File: config.mk
export PLATFORM = sky130hd
export DESIGN_NAME = l2_cache_tag
export DESIGN_NICKNAME = d
export VERILOG_FILES = /design/src/verilog/l2_config_pkg.sv /design/src/verilog/l2_types_pkg.sv /design/src/verilog/cache_lru.sv /design/src/verilog/l2_cache_tag.sv /design/src/verilog/sram_1r1w.sv
export SDC_FILE = /design/constraint.sdc
export NUM_CORES = 2
export LEC_CHECK = 0
export ABC_AREA = 1
export BUFFER_PORTS_ARGS = -buffer_cell sky130_fd_sc_hd__buf_2
export CAP_MARGIN = 20
export CORE_MARGIN = 10
export CORE_UTILIZATION = 32
export CTS_BUF_LIST = sky130_fd_sc_hd__clkbuf_16
export DETAILED_ROUTE_END_ITERATION = 7
export GPL_TIMING_DRIVEN = 0
export PLACE_DENSITY = 0.48
export SLEW_MARGIN = 40
export SYNTH_ARGS = -nofsm -noshare
export SYNTH_HDL_FRONTEND = slang
export SYNTH_SLANG_ARGS = --single-unit
export TNS_END_PERCENT = 20
File: constraint.sdc
create_clock -name clk -period 12.5 [get_ports clk]
set_clock_uncertainty 0.05 [all_clocks]
set_input_delay 0.625 -clock clk [delete_from_list [all_inputs] [get_ports clk]]
set_output_delay 0.625 -clock clk [all_outputs]
set_load 0.01 [all_outputs]
File: src/verilog/l2_config_pkg.sv
`default_nettype none

package l2_config_pkg;
	// Cache geometry
	localparam int L2_WAYS = 4;
	localparam int L2_SETS = 16;
	localparam int WORDS_PER_LINE = 4;

	// Data widths
	localparam int WORD_BITS = 32;
	localparam int CACHE_LINE_BITS = WORDS_PER_LINE * WORD_BITS;
	localparam int ADDR_BITS = 32;

	// Address split and index widths
	localparam int SET_IDX_BITS = 4;
	localparam int WAY_IDX_BITS = 2;
	localparam int WORD_IDX_BITS = 2;
	localparam int OFFSET_BITS = 4;
	localparam int TAG_BITS = ADDR_BITS - SET_IDX_BITS - OFFSET_BITS;

	// One tree bit per internal node of the way tree
	localparam int LRU_BITS = L2_WAYS - 1;
endpackage

`default_nettype wire

File: src/verilog/l2_types_pkg.sv
`default_nettype none

package l2_types_pkg;
	import l2_config_pkg::*;

	typedef logic [TAG_BITS-1:0] l2_tag_t;
	typedef logic [SET_IDX_BITS-1:0] l2_set_idx_t;
	typedef logic [WAY_IDX_BITS-1:0] l2_way_idx_t;

	// Same 32 bits, either as a plain word or split into fields
	// Offset bits 3:2 pick the word, bits 1:0 are ignored
	typedef union packed {
		logic [ADDR_BITS-1:0] raw;
		struct packed {
			l2_tag_t tag;
			l2_set_idx_t set_idx;
			logic [OFFSET_BITS-1:0] offset;
		} fields;
	} l2_addr_u;

	typedef enum logic [1:0] {
		OP_LOAD = 2'd0,
		OP_STORE = 2'd1,
		OP_FILL = 2'd2
	} l2_op_t;

	// Request from the requester, one per clock when valid
	typedef struct packed {
		logic valid;
		l2_op_t op;
		l2_addr_u address;
		logic [WORD_BITS-1:0] store_data;
		logic [CACHE_LINE_BITS-1:0] fill_line;
	} l2req_packet_t;

	// Result back to the requester, plus write-back of a dirty victim
	typedef struct packed {
		logic valid;
		l2_op_t op;
		logic hit;
		logic [WORD_BITS-1:0] load_data;
		logic writeback;
		l2_addr_u writeback_addr;
		logic [CACHE_LINE_BITS-1:0] writeback_line;
	} l2_response_t;

	// Metadata writes from the read stage into the tag stage
	typedef struct packed {
		logic [L2_WAYS-1:0] tag_en;
		l2_set_idx_t tag_set;
		logic tag_valid;
		l2_tag_t tag_value;
		logic [L2_WAYS-1:0] dirty_en;
		l2_set_idx_t dirty_set;
		logic dirty_value;
		logic lru_en;
		l2_set_idx_t lru_set;
		l2_way_idx_t lru_way;
	} l2_meta_update_t;
endpackage

`default_nettype wire

File: src/verilog/cache_lru.sv
`default_nettype none
`timescale 1ns/1ps

module cache_lru(
	input logic clk,
	input logic reset,
	input logic access_en,
	input l2_types_pkg::l2_set_idx_t access_set,
	output l2_types_pkg::l2_way_idx_t victim_way,
	input logic update_en,
	input l2_types_pkg::l2_set_idx_t update_set,
	input l2_types_pkg::l2_way_idx_t update_way);

	import l2_config_pkg::*;
	import l2_types_pkg::*;

	// Bit 0 is the root, bit 1 picks within ways 0-1, bit 2 within ways 2-3
	// A zero bit steers the victim toward the lower half
	logic [L2_SETS-1:0][LRU_BITS-1:0] tree_bits;
	logic [LRU_BITS-1:0] current_bits;
	logic [LRU_BITS-1:0] updated_bits;

	// Flip the nodes on the path so they point away from the used way
	function automatic logic [LRU_BITS-1:0] point_away(input logic [LRU_BITS-1:0] bits,
		input l2_way_idx_t way);
		logic [LRU_BITS-1:0] result;

		result = bits;
		result[0] = ~way[1];
		if (way[1])
			result[2] = ~way[0];
		else
			result[1] = ~way[0];

		return result;
	endfunction

	// Walk the tree from the root down to a leaf
	function automatic l2_way_idx_t pick_victim(input logic [LRU_BITS-1:0] bits);
		l2_way_idx_t way;

		if (bits[0])
			way = {1'b1, bits[2]};
		else
			way = {1'b0, bits[1]};

		return way;
	endfunction

	assign updated_bits = point_away(tree_bits[update_set], update_way);

	// Update landing on the set being looked up is visible right away
	always_comb
	begin
		if (update_en && update_set == access_set)
			current_bits = updated_bits;
		else
			current_bits = tree_bits[access_set];
	end

	always_ff @(posedge clk, posedge reset)
	begin
		if (reset)
		begin
			tree_bits <= '0;
			victim_way <= '0;
		end
		else
		begin
			if (update_en)
				tree_bits[update_set] <= updated_bits;

			// Victim goes to the next stage together with the tags
			if (access_en)
				victim_way <= pick_victim(current_bits);
		end
	end
endmodule

`default_nettype wire

File: src/verilog/l2_cache_tag.sv
`default_nettype none
`timescale 1ns/1ps

module l2_cache_tag(
	input logic clk,
	input logic reset,

	// Request from the requester
	input l2_types_pkg::l2req_packet_t request,

	// Metadata writes from the read stage
	input l2_types_pkg::l2_meta_update_t update,

	// Lookup results for the read stage
	output l2_types_pkg::l2req_packet_t tag_request,
	output logic [l2_config_pkg::L2_WAYS-1:0] way_valid,
	output l2_types_pkg::l2_tag_t [l2_config_pkg::L2_WAYS-1:0] way_tag,
	output logic [l2_config_pkg::L2_WAYS-1:0] way_dirty,
	output l2_types_pkg::l2_way_idx_t victim_way);

	import l2_config_pkg::*;
	import l2_types_pkg::*;

	l2_set_idx_t request_set;
	logic [L2_WAYS-1:0][L2_SETS-1:0] line_valid;
	logic [L2_WAYS-1:0] next_valid;

	assign request_set = request.address.fields.set_idx;

	// Pseudo-LRU state, victim comes out one cycle later
	cache_lru lru(
		.clk,
		.reset,
		.access_en(request.valid),
		.access_set(request_set),
		.victim_way,
		.update_en(update.lru_en),
		.update_set(update.lru_set),
		.update_way(update.lru_way));

	// Tag and dirty memories, one pair per way
	// Both bypass a same-set write internally
	for (genvar way = 0; way < L2_WAYS; way++)
	begin : way_meta
		sram_1r1w #(.DATA_WIDTH(TAG_BITS), .SIZE(L2_SETS)) tag_ram(
			.clk,
			.reset,
			.read_en(request.valid),
			.read_addr(request_set),
			.read_data(way_tag[way]),
			.write_en(update.tag_en[way]),
			.write_addr(update.tag_set),
			.write_data(update.tag_value));

		sram_1r1w #(.DATA_WIDTH(1), .SIZE(L2_SETS)) dirty_ram(
			.clk,
			.reset,
			.read_en(request.valid),
			.read_addr(request_set),
			.read_data(way_dirty[way]),
			.write_en(update.dirty_en[way]),
			.write_addr(update.dirty_set),
			.write_data(update.dirty_value));
	end

	// Valid bits live in flops so reset can clear them
	// Pending tag write to the same set overrides the stored bit
	always_comb
	begin
		for (int w = 0; w < L2_WAYS; w++)
		begin
			if (update.tag_en[w] && update.tag_set == request_set)
				next_valid[w] = update.tag_valid;
			else
				next_valid[w] = line_valid[w][request_set];
		end
	end

	always_ff @(posedge clk, posedge reset)
	begin
		if (reset)
		begin
			line_valid <= '0;
			way_valid <= '0;
			tag_request <= '0;
		end
		else
		begin
			for (int w = 0; w < L2_WAYS; w++)
			begin
				if (update.tag_en[w])
					line_valid[w][update.tag_set] <= update.tag_valid;
			end

			if (request.valid)
				way_valid <= next_valid;

			// Request follows its lookup results into the read stage
			tag_request <= request;
		end
	end
endmodule

`default_nettype wire

File: src/verilog/sram_1r1w.sv
`default_nettype none
`timescale 1ns/1ps

module sram_1r1w
	#(parameter int DATA_WIDTH = 32,
	parameter int SIZE = 64)
	(input logic clk,
	input logic reset,
	input logic read_en,
	input logic [$clog2(SIZE)-1:0] read_addr,
	output logic [DATA_WIDTH-1:0] read_data,
	input logic write_en,
	input logic [$clog2(SIZE)-1:0] write_addr,
	input logic [DATA_WIDTH-1:0] write_data);

	logic [DATA_WIDTH-1:0] data [SIZE];

	always_ff @(posedge clk)
	begin
		if (write_en)
			data[write_addr] <= write_data;

		// Output holds its last value when no read is issued
		if (read_en)
		begin
			// Same-cycle write wins over the stored word
			if (write_en && write_addr == read_addr)
				read_data <= write_data;
			else
				read_data <= data[read_addr];
		end
	end

	assert property (@(posedge clk) disable iff (reset) read_en |-> read_addr < SIZE)
		else $error("sram_1r1w read address out of range");
	assert property (@(posedge clk) disable iff (reset) write_en |-> write_addr < SIZE)
		else $error("sram_1r1w write address out of range");
endmodule

`default_nettype wire
## After elaboration in Yosys (flattened, before gate mapping)

Memories as Yosys holds them, arrays and structs flattened. A register that Yosys moved wholly into a read port is not among the register bits.
Index checks and enable logic that the tools add are counted.

| word-level totals | value |
|---|---|
| memories kept | 8 |
| memory bits (writable) | 1,600 |
| register bits | 313 |
| logic and storage cells | 96 |

| operators by class | value |
|---|---|
| eq/ne operators | 2 |
| mux-type cells | 45 |
| $lt $le $gt $ge | 5 |
| reductions and logical operators | 7 |
| bitwise gates (word level) | 2 |

Memories:

| memory | depth | width | read ports | clocked after Yosys merged registers in | wr ports | line | source |
|---|---|---|---|---|---|---|---|
| way_meta[0].tag_ram.data | 16 | 24 | 1 | 1 | 1 | sram_1r1w.sv:16 | `logic [DATA_WIDTH-1:0] data [SIZE];` |
| way_meta[1].tag_ram.data | 16 | 24 | 1 | 1 | 1 | sram_1r1w.sv:16 |  |
| way_meta[2].tag_ram.data | 16 | 24 | 1 | 1 | 1 | sram_1r1w.sv:16 |  |
| way_meta[3].tag_ram.data | 16 | 24 | 1 | 1 | 1 | sram_1r1w.sv:16 |  |
| way_meta[0].dirty_ram.data | 16 | 1 | 1 | 1 | 1 | sram_1r1w.sv:16 |  |
| way_meta[1].dirty_ram.data | 16 | 1 | 1 | 1 | 1 | sram_1r1w.sv:16 |  |
| 2 more memories | -- | -- | -- | -- | -- | -- |  |

Operator list:

| operator | count |
|---|---|
| 16-bit bitwise mux | 4 |
| 48-bit bitwise mux | 1 |
| 1-bit two-way mux | 27 |
| 3-bit binary-select mux with 4-bit select | 2 |
| 1-bit binary-select mux with 4-bit select | 4 |
| 4-bit by 5-bit < comparator with 1-bit output, second input constant | 3 |
| 3-bit demux with 4-bit select | 1 |
| 3-bit two-way mux | 4 |
| 4-bit == test | 2 |
| 4-bit by 1-bit greater-or-equal comparator with 1-bit output, second input constant | 2 |
| 1-bit logical AND | 7 |
| 1-bit demux with 4-bit select | 1 |
| 2-bit two-way mux | 1 |
| 1-bit NOT | 2 |

## Logic depth before layout (Yosys ltp)

| logic depth | value |
|---|---|
| word-level depth | 5 |
| depth in mapped cells | 14 |

## By module

A second synthesis with hierarchy kept.

| unflattened totals | value |
|---|---|
| cells, all modules | 8,350 |
| area, all modules | 86,407.9 um2 |

Modules (own cells, without submodules):

| module | sequential area each (um2) | times used | cells each | area an instance (um2) |
|---|---|---|---|---|
| sram_1r1w at way_meta[0].tag_ram ... | 12,251.8 | 4 | 1,688 | 17,808.3 |
| l2_cache_tag | 6,581.3 | 1 | 721 | 8,543.2 |
| cache_lru | 1,251.2 | 1 | 445 | 2,942.8 |
| sram_1r1w at way_meta[1].dirty_ram ... | 510.5 | 3 | 108 | 923.4 |
| sram_1r1w at way_meta[0].dirty_ram | 510.5 | 1 | 108 | 918.4 |

## Worst setup path after synthesis

OpenSTA, ideal clock, no wires.

| timing | value |
|---|---|
| path kind | input-to-reg |
| start | input update[44] (netlist name) |
| end | memory way_meta[0].tag_ram.data[8][0] (netlist name) (enable) |
| setup slack | 9.983 ns |
| required time | 12.042 ns |
| path buffers | 0 |
| stages on the path | 4 |
| data arrival time | 2.060 ns |
| path through | inv_1 > nor2_1 > nand2_1 > nor2_1 |

RTL lines:

| what | line | source |
|---|---|---|
| start, declared | l2_cache_tag.sv:12 | `input l2_types_pkg::l2_meta_update_t update,` |
| end, declared | sram_1r1w.sv:16 |  |

No word-level cell before the write port.

==> flow_summary.toml <==
[drt]
routedWlPerCell_um = 29.2
vias_per_cell = 5.30
dr.pass1.iters = 6
drc_errors = 0
via_count = 54600
first_iter_violations = 6900
drt_wl_total_um = 301000
ant_nets = 0

[pwr]
switchingPower_mw = 3.81
p_leak_nw = 33.9
ir_worst_vdd_uv = 138
power_mw = 15.3
power_frac_clock_pct = 41.1
internal_power_mw = 11.5
comb_power_share_pct = 9.0
seqPwrFrac_pct = 49.9
powerDensity_nw_per_um2 = 157
switching_share_pct = 24.9

[worst_setup_path]
startpoint = "request[164]"
reg2reg_from = "way_meta[0].tag_ram.data[1][22]$_DFFE_PP_"
required_ns = 13.03
start_kind = "primary input"
regToRegSetupSlack_ns = 10.48
worst_setup_path_end_kind = "flip-flop"
cp_max_fo = 10
critPathArrivalTime_ns = 4.46
path_class = "primary input to flip-flop"

[timing]
relSlewSlack_pct = 38.6
fin_ws_ns = 8.58
drv_slew = 0
setup_viol = 0
fin_crit_ns = 3.92
max_freq_mhz = 255
rsz0062_at_grt = "false"
finalHoldViolCount = 0
period_share_pct = 31.4
setup_tns_ns = 0
tightest_slew_ns = 0.920

[floorplanning]
rows = 180
initial_core_util_pct = 32.1
dieArea_um2 = 261000
die_h_um = 511
coreArea_um2 = 240000
pin_count = 547
die_x_um = 511

[min_path]
hold_start = "update[31]"
hp-class = "primary input to flip-flop"

[final_layout]
fin_area_um2 = 97300
areaGrowthSynthToFinish_pct = 26.1
fin_cells = 10300
fin_nets = 7168
drive_gt1_share_pct = 17.7

[synthesis]
synth_flop_cell = "edfxtp_1"
ys_warn_count = 0
synth_cell_types = 27
netlist.area_leader.share_pct = 66.1
yosysSeqAreaShare_pct = 76.3
synth_xor_area_share_pct = 0.0681
synthCells = 5790
synth_mux_area_share_pct = 0
synth_area_um2 = 77200
synth-simple-area-share_pct = 7.71
synth_top_area_cell = "edfxtp_1"
synthAdderAreaFrac_pct = 0
avgSynthCellArea_um2 = 13.3
synth_edf_count = 1700
synthTopCellsByArea = "edfxtp_1, dfrtp_1, o21ai_0, nor2_1, o211ai_1"
yosysMostFrequentCell = "edfxtp_1"
synth_compound_area_share_pct = 13.1
syn_nets = 6036
synth_top_family_by_area = "compound AO/OA/AOI/OAI gates"
synth_common_cells = "edfxtp_1, nor2_1, o21ai_0, o211ai_1, dfrtp_1"
synth.ff_latch_count = 2013
synth-async-reset-ratio_pct = 15.5

[global_route]
grt_util_all_layers_pct = 22.1
antenna_found_initial = 30
grt_pass1_vias = 53200
grt_max_degree = 74
grt_overflow = 0
grt_pass1_wl_um = 417000

[place]
placed_area_um2 = 88400
pre_cts_slack_ns = 8.14
io_buffers = 544
gp_congestion = 0.852
dpl.hpwl_um = 206000
dp.cells = 9684

[clock_tree]
clkLatencyLatePin_ns = 0.89
cts_tree = "built"
numCtsBuffers = 218
cts.htree.levels = 4
clockBufferDepth = 3
clock_sinks = 2013
postCtsSetupRepairBufs = 0
cts_root_buf = "clkbuf_16"
post_cts_resized = 0
clk_transition_reported_paths_ns = 0.06

[run_status]
status = "finished, final reports clean"

[run]
drv_cap = 0
[per-stage QoR]
stage                     util (%)  hold WS (ns)
after floorplan                  -         0.409
after global placement        34.9         0.416
after detailed placement      36.8         0.412
after CTS                     40.5       0.00363
after global routing          40.5       0.00698
final                         40.5        0.0663
[sequential cells by signal (all words and copies together), names as in the netlist]
signal and flops:
lru.tree_bits 48, way_meta.tag_ram.data 1536, way_meta.tag_ram.read_data 96, line_valid 64, way_meta.dirty_ram.data 64, way_meta.dirty_ram.read_data 4
tag_request 195, lru.victim_way 2, way_valid 4
[cells by family (layout without fill, tap and decap cells)]
logic type / after synthesis / count (layout)
compound gates: 1692 / 1692
xor+xnor: 6 / 6
buf+inv: 519 / 1838
flops: 2013 / 2013
other cells: 0 / 10
simple gates: 1560 / 1560
[placed cells by master (no fill, tap or decap), types with 5 or more instances in the layout]
cell type	instances
a21oi_1	25
a31oi_1	96
buf_1	13
buf_12	10
buf_16	99
buf_2	626
buf_4	37
buf_6	20
buf_8	57
bufinv_16	16
clkbuf_1	206
clkbuf_16	221
clkbuf_2	43
clkinv_1	61
clkinv_2	34
clkinv_4	5
clkinv_8	6
clkinvlp_4	6
dfrtp_1	313
diode_2	10
dlygate4sd3_1	202
edfxtp_1	1700
inv_1	162
nand2_1	312
nand3_1	71
nor2_1	1110
nor2_4	64
o211ai_1	323
o21a_1	32
o21ai_0	912
o221ai_1	99
o22ai_1	198
[layout make-up]
class                           count  area (µm²)
Sequential cell                  2013       58900
Clock buffer                      221        5530
Antenna cell                       10        25.0
Tap cell                         3185        3990
Fill cell                       22400      143000
Timing Repair Buffer              912        8650
Multi-Input combinational cell   3258       16600
Buffer                            403        1840
Inverter                          116         443
Clock inverter                    186        1370
[worst max-delay path, stage by stage]
cell and delay [ns]:
dlygate4sd3_1 0.52, buf_2 0.23, buf_4 0.39, buf_6 0.28
buf_2 0.63, buf_2 0.58, nor2_1 0.10, o22ai_1 0.19
o211ai_1 0.28, a31oi_1 0.51
[per-layer routing]
metal	track usage [%]	part of all wire [%]
met1	29.6	41
met2	35.8	47
met3	3.99	8.2
met4	8.54	4.1
met5	0	0.0043
[what timing repair did]
item,CTS,global route
hold buffers,202,0
hold endpoints to repair,308,0
endpoints found under the setup margin,0,0
[power groups by stage]
stage | sequential, mW | combinational (mW) | clock [mW]
floorplan | 7.80 | 0.543 | 0
global placement | 7.79 | 1.22 | 0
detailed placement | 7.77 | 1.32 | 0
CTS | 7.64 | 1.38 | 6.39
global route | 7.66 | 1.47 | 6.66
finish | 7.64 | 1.38 | 6.30
[worst paths after layout]
check | to | cells after the start
max in group asynchronous | line_valid[38]$_DFFE_PP0P_ | 6
hold reg to reg | lru.victim_way[1]$_DFFE_PP0P_ | 2
min in group asynchronous | tag_request[105]$_DFF_PP0_ | 3
hold / removal | way_meta[0].tag_ram.data[7][15]$_DFFE_PP_ | 1
setup reg to reg | way_meta[0].tag_ram.read_data[22]$_DFFE_PP_ | 4
setup / recovery | way_meta[3].tag_ram.read_data[21]$_DFFE_PP_ | 10
Power figures use the tool's default switching activity.
